<file path="src/mpmc_defines.svh">
`ifndef MPMC_DEFINES_SVH
`define MPMC_DEFINES_SVH

// ============================================================
// channel side
// ============================================================

// number of requesting channels, the round-robin is built for this count
`define MPMC_NUM_CH 4
`define MPMC_CH_W 2       // width of a channel id

// credits each channel starts with after reset
// this is also the depth of every channel queue, so keep it a power of two
`define MPMC_CREDITS 4

`define MPMC_ADDR_W 32    // channel byte address

// ============================================================
// memory side
// ============================================================

`define MPMC_APP_ADDR_W 29   // native app address width
`define MPMC_DATA_W 128      // one strip of data
`define MPMC_STRB_W 16       // byte lanes in a strip

// the len field holds the strip count minus one, so up to four strips per read
`define MPMC_LEN_W 2

`endif

</file>
<file path="src/mpmc_chan_pkg.sv">
`include "mpmc_defines.svh"

package mpmc_chan_pkg;

	// ============================================================
	// scalar types shared by the channel ports
	// ============================================================

	typedef logic [`MPMC_CH_W-1:0] ch_id_t;          // which channel a request came from
	typedef logic [`MPMC_ADDR_W-1:0] byte_addr_t;    // byte address as the channel sees it
	typedef logic [`MPMC_DATA_W-1:0] strip_data_t;   // one 16-byte strip
	typedef logic [`MPMC_STRB_W-1:0] strb_t;         // one bit per byte lane
	typedef logic [`MPMC_LEN_W-1:0] strip_len_t;     // strip count minus one

	// request presented by a channel, valid for one cycle per credit spent
	typedef struct packed {
		logic        valid;
		logic        we;      // 1 for a single-strip write, 0 for a read
		byte_addr_t  addr;    // low four bits are ignored by the sequencer
		strip_len_t  len;     // only meaningful for reads
		strip_data_t wdata;
		strb_t       wstrb;   // 1 selects the byte lane
	} chan_req_t;

	// read response, shared by all channels and steered by ch
	typedef struct packed {
		logic        valid;
		ch_id_t      ch;
		logic        last;    // final strip of the request
		strip_data_t data;
	} chan_rsp_t;

	// the winning request together with the channel it belongs to
	typedef struct packed {
		chan_req_t req;
		ch_id_t    ch;
	} seq_req_t;

endpackage

</file>
<file path="src/mpmc_app_pkg.sv">
`include "mpmc_defines.svh"

package mpmc_app_pkg;

	// address in the units the memory controller expects
	typedef logic [`MPMC_APP_ADDR_W-1:0] app_addr_t;

	// native command codes, the controller takes three bits
	typedef enum logic [2:0] {
		WRITE = 3'd0,
		READ  = 3'd1
	} app_cmd_e;

	// command channel, held until app_rdy
	typedef struct packed {
		logic      en;
		app_cmd_e  cmd;
		app_addr_t addr;
	} app_cmd_t;

	// write data channel, held until app_wdf_rdy
	typedef struct packed {
		logic                    wren;
		logic                    wend;   // last beat of the write burst
		logic [`MPMC_DATA_W-1:0] data;
		logic [`MPMC_STRB_W-1:0] mask;   // a 1 leaves the byte in memory untouched
	} app_wdf_t;

	// read data coming back, there is no way to stall it
	typedef struct packed {
		logic                    valid;
		logic [`MPMC_DATA_W-1:0] data;
	} app_rd_t;

	// sequencer states
	typedef enum logic [2:0] {
		IDLE,
		WR_DATA,
		WR_CMD,
		RD_CMD,
		RD_WAIT
	} seq_state_e;

endpackage

</file>
<file path="src/mpmc_chan_queue.sv">
`include "mpmc_defines.svh"

module mpmc_chan_queue (
	input  logic                      mem_ui_clk,
	input  logic                      rst,
	input  mpmc_chan_pkg::chan_req_t  req,         // pushed whenever valid is set
	input  logic                      pop,         // grant from the arbiter
	output mpmc_chan_pkg::chan_req_t  head,
	output logic                      not_empty,
	output logic                      credit_ret   // one pulse per popped request
);
	import mpmc_chan_pkg::*;

	localparam int PTR_W = $clog2(`MPMC_CREDITS);

	chan_req_t        slots [`MPMC_CREDITS];   // one slot for every credit the channel holds
	logic [PTR_W-1:0] wr_ptr;
	logic [PTR_W-1:0] rd_ptr;
	logic [PTR_W:0]   count;                   // needs one extra bit to tell full from empty
	logic             push;

	assign push = req.valid;
	assign not_empty = (count != '0);
	assign head = slots[rd_ptr];               // oldest entry is always on the head

	// pointers wrap by themselves since the depth is a power of two
	always_ff @(posedge mem_ui_clk) begin
		if (rst) begin
			wr_ptr <= '0;
			rd_ptr <= '0;
			count <= '0;
			credit_ret <= 1'b0;
		end else begin
			if (push)
				wr_ptr <= wr_ptr + 1'b1;
			if (pop)
				rd_ptr <= rd_ptr + 1'b1;
			count <= count + (PTR_W+1)'(push) - (PTR_W+1)'(pop);
			credit_ret <= pop;                 // credit goes back the cycle after the pop
		end
	end

	// storage is payload only
	always_ff @(posedge mem_ui_clk) begin
		if (push)
			slots[wr_ptr] <= req;
	end

	// a push into a full queue means the channel spent a credit it did not have
	a_no_overflow: assert property (@(posedge mem_ui_clk) disable iff (rst)
		push |-> (count != (PTR_W+1)'(`MPMC_CREDITS)))
		else $error("channel pushed a request without holding a credit");

endmodule

</file>
<file path="src/mpmc_arbiter.sv">
`include "mpmc_defines.svh"

module mpmc_arbiter (
	input  logic                       mem_ui_clk,
	input  logic                       rst,
	input  mpmc_chan_pkg::chan_req_t   heads [`MPMC_NUM_CH],   // head of each channel queue
	input  logic [`MPMC_NUM_CH-1:0]    not_empty,
	input  logic                       take,                   // sequencer wants a request now
	output logic [`MPMC_NUM_CH-1:0]    grant,                  // pops the winning queue
	output mpmc_chan_pkg::seq_req_t    winner
);
	import mpmc_chan_pkg::*;

	ch_id_t last_ch;   // channel that won most recently
	ch_id_t pick;
	logic   found;

	// ============================================================
	// search starts at the channel after the last winner
	// ============================================================

	always_comb begin
		ch_id_t cand;
		pick = last_ch;
		found = 1'b0;
		for (int i = 1; i <= `MPMC_NUM_CH; i++) begin
			cand = last_ch + ch_id_t'(i);   // wraps, the last step lands on last_ch again
			if (!found && not_empty[cand]) begin
				pick = cand;
				found = 1'b1;
			end
		end
	end

	always_comb begin
		grant = '0;
		if (take && found)
			grant[pick] = 1'b1;
		winner.req = heads[pick];   // only looked at while take is high
		winner.ch = pick;
	end

	// start out so that channel 0 has the highest priority
	always_ff @(posedge mem_ui_clk) begin
		if (rst) begin
			last_ch <= ch_id_t'(`MPMC_NUM_CH - 1);
		end else if (take && found) begin
			last_ch <= pick;
		end
	end

	// at most one queue pops per cycle, and a take always pops one that holds a request
	a_grant_legal: assert property (@(posedge mem_ui_clk) disable iff (rst)
		$onehot0(grant) && (!take || ((grant & not_empty) != '0)))
		else $error("arbiter grant is not one-hot or a take found no request");

endmodule

</file>
<file path="src/mpmc_seq.sv">
`include "mpmc_defines.svh"

module mpmc_seq (
	input  logic                       mem_ui_clk,
	input  logic                       rst,
	input  logic                       any_pending,   // some channel queue holds a request
	input  mpmc_chan_pkg::seq_req_t    req,           // arbiter winner during take
	output logic                       take,
	input  logic                       app_rdy,
	input  logic                       app_wdf_rdy,
	input  mpmc_app_pkg::app_rd_t      app_rd,
	output mpmc_app_pkg::app_cmd_t     app_cmd,
	output logic                       wdf_wren,
	output logic                       wdf_end,
	output mpmc_chan_pkg::seq_req_t    cur,           // request being worked on
	output mpmc_chan_pkg::chan_rsp_t   rsp
);
	import mpmc_chan_pkg::*;
	import mpmc_app_pkg::*;

	localparam int OFS_W = $clog2(`MPMC_STRB_W);   // byte offset bits inside a strip

	seq_state_e state;
	strip_len_t req_cnt;      // strips whose command has been accepted
	strip_len_t rsp_cnt;      // strips whose data has come back
	byte_addr_t strip_addr;   // byte address of the strip being commanded
	logic       cmd_last;
	logic       rsp_last;

	// only grab a new request when idle, the arbiter answers in the same cycle
	assign take = (state == IDLE) && any_pending;
	assign cmd_last = (req_cnt == cur.req.len);
	assign rsp_last = (rsp_cnt == cur.req.len);

	// align down to a strip and step one strip per accepted command
	assign strip_addr = {cur.req.addr[`MPMC_ADDR_W-1:OFS_W] + req_cnt, OFS_W'(0)};

	// ============================================================
	// state machine and strip counters
	// ============================================================

	always_ff @(posedge mem_ui_clk) begin
		if (rst) begin
			state <= IDLE;
			req_cnt <= '0;
			rsp_cnt <= '0;
		end else begin
			case (state)
			IDLE: begin
				if (take) begin
					state <= req.req.we ? WR_DATA : RD_CMD;
					req_cnt <= '0;
					rsp_cnt <= '0;
				end
			end
			WR_DATA: begin
				if (app_wdf_rdy)
					state <= WR_CMD;   // data goes in first, then the command
			end
			WR_CMD: begin
				if (app_rdy)
					state <= IDLE;     // write is done once the command is taken
			end
			RD_CMD: begin
				if (app_rdy) begin
					if (cmd_last)
						state <= RD_WAIT;
					else
						req_cnt <= req_cnt + 1'b1;
				end
			end
			RD_WAIT: begin
				if (app_rd.valid && rsp_last)
					state <= IDLE;
			end
			default: state <= IDLE;
			endcase
			if (state != IDLE && app_rd.valid)
				rsp_cnt <= rsp_cnt + 1'b1;   // data may start coming back during RD_CMD
		end
	end

	// latched request is payload, it only matters outside IDLE
	always_ff @(posedge mem_ui_clk) begin
		if (take)
			cur <= req;
	end

	// outputs decode straight from registers so they stay put under a stall
	always_comb begin
		app_cmd.en = (state == WR_CMD) || (state == RD_CMD);
		app_cmd.cmd = (state == WR_CMD) ? WRITE : READ;
		app_cmd.addr = strip_addr[`MPMC_APP_ADDR_W-1:0];
	end

	// writes are always a single strip so every data beat is also the last
	assign wdf_wren = (state == WR_DATA);
	assign wdf_end = (state == WR_DATA);

	// tag returned strips with the requester, one cycle behind the memory
	always_ff @(posedge mem_ui_clk) begin
		if (rst)
			rsp.valid <= 1'b0;
		else
			rsp.valid <= app_rd.valid;
		rsp.ch <= cur.ch;
		rsp.last <= rsp_last;
		rsp.data <= app_rd.data;
	end

	// the controller must see the same command until it accepts it
	a_cmd_hold: assert property (@(posedge mem_ui_clk) disable iff (rst)
		app_cmd.en && !app_rdy |=> $stable(app_cmd))
		else $error("app command changed while the controller stalled it");

	// memory must not return data nobody asked for
	a_rd_window: assert property (@(posedge mem_ui_clk) disable iff (rst)
		app_rd.valid |-> (state == RD_CMD) || (state == RD_WAIT))
		else $error("read data arrived outside a read");

endmodule

</file>
<file path="src/mpmc_wdata.sv">
`include "mpmc_defines.svh"

module mpmc_wdata (
	input  logic                        mem_ui_clk,
	input  logic                        rst,
	input  logic                        load,    // capture the winner's write strip
	input  mpmc_chan_pkg::strip_data_t  wdata,
	input  mpmc_chan_pkg::strb_t        wstrb,
	input  logic                        wren,
	input  logic                        wend,
	output mpmc_app_pkg::app_wdf_t      app_wdf
);
	import mpmc_chan_pkg::*;

	strip_data_t forced;   // write data with unselected lanes set to FF
	strip_data_t data_q;
	strb_t       mask_q;

	// ============================================================
	// lane forcing
	// ============================================================

	for (genvar g = 0; g < `MPMC_STRB_W; g++) begin : g_lane
		assign forced[g*8 +: 8] = wstrb[g] ? wdata[g*8 +: 8] : 8'hFF;
	end

	// mask comes out of reset with every lane blocked
	always_ff @(posedge mem_ui_clk) begin
		if (rst)
			mask_q <= '1;
		else if (load)
			mask_q <= ~wstrb;   // controller masks where the channel did not select
	end

	always_ff @(posedge mem_ui_clk) begin
		if (load)
			data_q <= forced;
	end

	assign app_wdf = '{wren: wren, wend: wend, data: data_q, mask: mask_q};

endmodule

</file>
<file path="src/mpmc_top.sv">
`include "mpmc_defines.svh"

module mpmc_top (
	input  logic                       mem_ui_clk,
	input  logic                       rst,
	input  mpmc_chan_pkg::chan_req_t   ch_req [`MPMC_NUM_CH],
	output logic [`MPMC_NUM_CH-1:0]    credit_ret,
	output mpmc_chan_pkg::chan_rsp_t   rsp,
	output mpmc_app_pkg::app_cmd_t     app_cmd,
	input  logic                       app_rdy,
	output mpmc_app_pkg::app_wdf_t     app_wdf,
	input  logic                       app_wdf_rdy,
	input  mpmc_app_pkg::app_rd_t      app_rd
);
	import mpmc_chan_pkg::*;

	chan_req_t                heads [`MPMC_NUM_CH];
	logic [`MPMC_NUM_CH-1:0]  not_empty;
	logic [`MPMC_NUM_CH-1:0]  grant;
	seq_req_t                 winner;
	logic                     take;
	logic                     wdf_wren;
	logic                     wdf_end;

	// ============================================================
	// one queue per channel, each pops on its own grant bit
	// ============================================================

	for (genvar c = 0; c < `MPMC_NUM_CH; c++) begin : g_ch
		mpmc_chan_queue queue_i (
			.mem_ui_clk (mem_ui_clk),
			.rst        (rst),
			.req        (ch_req[c]),
			.pop        (grant[c]),
			.head       (heads[c]),
			.not_empty  (not_empty[c]),
			.credit_ret (credit_ret[c])
		);
	end

	mpmc_arbiter arb_i (
		.mem_ui_clk (mem_ui_clk),
		.rst        (rst),
		.heads      (heads),
		.not_empty  (not_empty),
		.take       (take),
		.grant      (grant),
		.winner     (winner)
	);

	mpmc_seq seq_i (
		.mem_ui_clk  (mem_ui_clk),
		.rst         (rst),
		.any_pending (|not_empty),
		.req         (winner),
		.take        (take),
		.app_rdy     (app_rdy),
		.app_wdf_rdy (app_wdf_rdy),
		.app_rd      (app_rd),
		.app_cmd     (app_cmd),
		.wdf_wren    (wdf_wren),
		.wdf_end     (wdf_end),
		.cur         (),            // only needed inside the sequencer
		.rsp         (rsp)
	);

	// write strip is captured at take, one cycle before WR_DATA drives it
	mpmc_wdata wdata_i (
		.mem_ui_clk (mem_ui_clk),
		.rst        (rst),
		.load       (take),
		.wdata      (winner.req.wdata),
		.wstrb      (winner.req.wstrb),
		.wren       (wdf_wren),
		.wend       (wdf_end),
		.app_wdf    (app_wdf)
	);

endmodule

</file>
<file path="config.mk">
export PLATFORM = sky130hd
export DESIGN_NAME = mpmc_top
export DESIGN_NICKNAME = d
export VERILOG_FILES = /design/src/mpmc_chan_pkg.sv /design/src/mpmc_app_pkg.sv /design/src/mpmc_chan_queue.sv /design/src/mpmc_arbiter.sv /design/src/mpmc_seq.sv /design/src/mpmc_wdata.sv /design/src/mpmc_top.sv
export VERILOG_INCLUDE_DIRS = /design/src /design/src/src
export SDC_FILE = /design/constraint.sdc
export NUM_CORES = 2
export LEC_CHECK = 0
export BUFFER_PORTS_ARGS = -buffer_cell sky130_fd_sc_hd__buf_2
export CORE_UTILIZATION = 30
export DETAILED_ROUTE_END_ITERATION = 8
export PLACE_DENSITY = 0.52
export SLEW_MARGIN = 20
export SYNTH_ARGS = -nofsm -noshare
export SYNTH_HDL_FRONTEND = slang
export SYNTH_SLANG_ARGS = --single-unit
</file>
<file path="constraint.sdc">
create_clock -name mem_ui_clk -period 13.85 [get_ports mem_ui_clk]
set_input_delay 1.385 -clock mem_ui_clk [delete_from_list [all_inputs] [get_ports mem_ui_clk]]
set_output_delay 1.385 -clock mem_ui_clk [all_outputs]
set_load 0.005 [all_outputs]
</file>
==> qor.csv <==
metric;value;unit
unrepaired setup endpoints after global routing;no;
WP data required;12.47;ns
VDD IR max;0.2747;mV
DIE HEIGHT;624.5;µm
FP Rows;228;
Synth area leader;edfxtp_1;
Die Span X;624.5;µm
antenna-violating nets left;0;
Final nets;7643;
WP buf/inv;1;
crit path time final;5.076;ns
slowest cell on the critical path;nor2_1;
pin count of the biggest net entering global routing;135;
Synth Register Bits;3106;
CTS tree;done;
WHS Path Cells;0;
Iter 0 DRT Violations;5288;
mux contribution to synthesized area;13.35;%
FMAX;197.0;MHz
Least-Margin Pin Slew;1.112;ns
Post-synth EDFFs;2909;
worst min-delay path endpoint;seq_i.rsp[129];
P_leak;45.20;nW
RR Startpoint;g_ch[1].queue_i.count[1];
Area Overhead vs Synth;20.18;%
PwrDens;195.9;nW/µm²
Compound-Gate Fraction of Synth Area;2.328;%
I/O Buffers;1133;
first-pass GRT wire length;501700;µm
FILL cells;35980;
core footprint;385700;µm²
final period utilization;36.65;%
Internal;18.62;mW
status;finished clean;
post-CTS setup buffers;0;
Synth Area in XOR/XNOR;0.3541;%
CTS H-tree depth;5;
All-Layer GR Usage;18.40;%
wire per inst;29.86;µm
Via density;4.906;
Adder-Cell Fraction of Synth Area;0.3659;%
Switching Power;8.748;mW
TNS Setup;0;ns
CP arrival;3.69;ns
Hold Path Class;flop to flop;
Crit path max-delay family;simple AND/OR/NAND/NOR gates;
simple-gate share of the synthesized area;3.685;%
Synth Flop Type;edfxtp_1;
Most common cell on crit path;and3_1;
setup violators final;0;
critical path launch point;seq_i.req_cnt[0];
Flop pwr share;42.5;%
share of layout cells above drive strength 1;35.64;%
via count;60350;
crit-path max FO;6;
Post-Syn Area;116300;µm²
Max stage delay on crit path;0.46;ns
CTS Root Cell;clkbuf_16;
Sequential cell area;91330;µm²
grt total ovfl;0;
dominant cells by area after synthesis;edfxtp_1 75%, mux4_2 13%, dfxtp_1 3.4%;
Hold Startpoint;seq_i.cur[0];
kind of critical path;flop to primary output;
Syn Inst Count;5433;
maxcap violations;0;
Finished Core Util;36.22;%
sequential fraction of the synthesis area;78.53;%
footprint of the multi-input gates;23440;µm²
synth warn;0;
GPL Wtd Cong;0.7559;
Sink Count;3106;
most numerous cell in the Yosys netlist;edfxtp_1;
DRC viols;0;
final worst-path setup slack;8.774;ns
reg-to-reg critical path endpoint;wdata_i.data_q[55];
TritonRoute pass-1 iters;5;
initial antenna violation count;303;
Max Slew Vio Count;0;
Post-Place Setup Slack;8.905;ns
Reg clk slew, reported paths;0.06;ns
Net Sw Frac;31.96;%
CTS buffer count;350;
Hold Vio Cnt, Final;0;
async set or reset register ratio after synthesis;0;%
CTS max path bufs;4;
Clk pwr share;33.4;%
final worst clock skew;0.07704;ns
largest family of logic cells by synthesized area;multiplexers;
Power, Total;27.37;mW
Max transition margin;25.87;%
Starting Density;30.14;%
Logic pwr share;24.2;%
I/O pin cnt;1168;
DPL Wire Length;233700;µm
WL final;367300;µm
Synth cell types;62;
CTS resizes;0;
Mapped Avg Cell Area;21.40;µm²
startpoint types;flop;
Worst-Skew Late Latency;0.97;ns
Worst R2R Setup Slack;9.31;ns
crit path cell chain;ha_1 > fa_1 > nand3_1 > nor2_1 > and3_1 > and3_1 > nand4_1 > xnor2_1 > buf_2;
CP Capture Type;primary output;
hold-fix buffers at CTS;0;
vias in the first global route;62320;
post-synth top area share;75.14;%
die area;390000;µm²
commonest cells in the synthesized netlist;2909 x edfxtp_1, 672 x mux4_2, 390 x nand2_1, 197 x dfxtp_1, 153 x a21oi_1;
Reg2Reg Depth;9;
-- how the worst max path moves through the flow --
stage	end	slack [ns]	cells past startpoint
detailed placement	g_ch[0].queue_i.slots[3][79]	8.91	5
CTS	app_cmd[28]	8.65	9
global route	app_cmd[26]	8.53	9
floorplan	seq_i.cur[0]	7.88	5
finish	app_cmd[28]	8.77	9
global placement	g_ch[0].queue_i.slots[3][67]	8.97	5
-- state kept, by name, summed over array words and instances (netlist names), named ones only --
register                 cells
g_ch.queue_i.wr_ptr          8
wdata_i.data_q             128
g_ch.queue_i.slots        2752
seq_i.req_cnt                2
arb_i.last_ch                2
g_ch.queue_i.rd_ptr          8
g_ch.queue_i.credit_ret      4
wdata_i.mask_q              16
seq_i.cur                   29
seq_i.state                  3
seq_i.rsp                  132
g_ch.queue_i.count          12
seq_i.rsp_cnt                2
-- metal layers --
metal	GRT usage, %	vias up	wire length (µm)	part of all wire (%)
met3	4.100	847	23510	6.4
met5	0	-	790	0.22
met2	32.60	2234	188900	51
met1	22.30	31870	142900	39
met4	5.465	128	11200	3.0
li1	-	25260	-	-
-- cell type report --
class,count,area share [%]
tap,5175,4.634
antenna,80,0.1433
clock inverter,192,1.402
clock buffer,447,6.743
multi-input combinational,2010,16.78
inverter,27,0.08329
timing repair buffer,1264,4.847
sequential,3106,65.37
-- power by group through the flow --
stage / Sequential [mW] / Combinational [mW] / Clock [mW]
after floorplan: 11.8 / 3.97 / 0
after global placement: 11.8 / 6.81 / 0
after detailed placement: 11.8 / 6.85 / 0
after CTS: 11.6 / 6.86 / 9.35
after global routing: 11.7 / 7.16 / 9.69
final: 11.6 / 6.61 / 9.13
-- layout by cell type, fill, tap and decap left out, drive strengths merged, types with 3 or more instances in the layout --
| cell type | n |
|---|---|
| or3 | 133 |
| mux2 | 16 |
| bufinv | 18 |
| clkinvlp | 11 |
| nand2 | 396 |
| diode | 80 |
| nand4 | 6 |
| nand2b | 3 |
| o221ai | 3 |
| a221oi | 16 |
| nor3 | 24 |
| mux4 | 672 |
| xnor2 | 29 |
| nand3b | 130 |
| conb | 6 |
| ha | 26 |
| a211oi | 28 |
| mux2i | 21 |
| buf | 1264 |
| nor4 | 3 |
| inv | 39 |
| and2 | 45 |
| a41oi | 128 |
| edfxtp | 2909 |
| nor2 | 60 |
| clkbuf | 447 |
| nand3 | 6 |
| a31oi | 27 |
| a21oi | 154 |
| o21ai | 22 |
| clkinv | 151 |
| dfxtp | 197 |
| nor3b | 3 |
| xor2 | 18 |
| and3 | 7 |
| nor2b | 6 |
| fa | 5 |
-- worst register-to-register path, cell delays in order (launching register included) --
cell and delay (ns):
dfxtp_1 0.36, nor3_4 0.31, o221ai_2 0.18, a21oi_4 0.28
buf_12 0.52, buf_4 0.72, buf_4 0.74, nand2_1 0.21
nand2_1 0.61, a41oi_1 0.28
-- through the flow --
| step | hold WS [ns] | instance area, µm² | std cells |
|---|---|---|---|
| after floorplan | 0.3233 | 116300 | 5438 |
| after global placement | 0.3270 | 128100 | 11580 |
| after detailed placement | 0.3293 | 128100 | 11580 |
| after CTS | 0.3430 | 139500 | 12220 |
| after global routing | 0.3508 | 139600 | 12250 |
| final | 0.3397 | 139700 | 12300 |
-- cell families after synthesis --
family	count (synthesis)
AOI/OAI and AO/OA	387
buffers and inverters	322
xor gates and xnor gates	47
other	1
DFF	3106
and+or+nand+nor	830
adders and majority gates	31
muxes	709
Power figures use the tool's default switching activity.
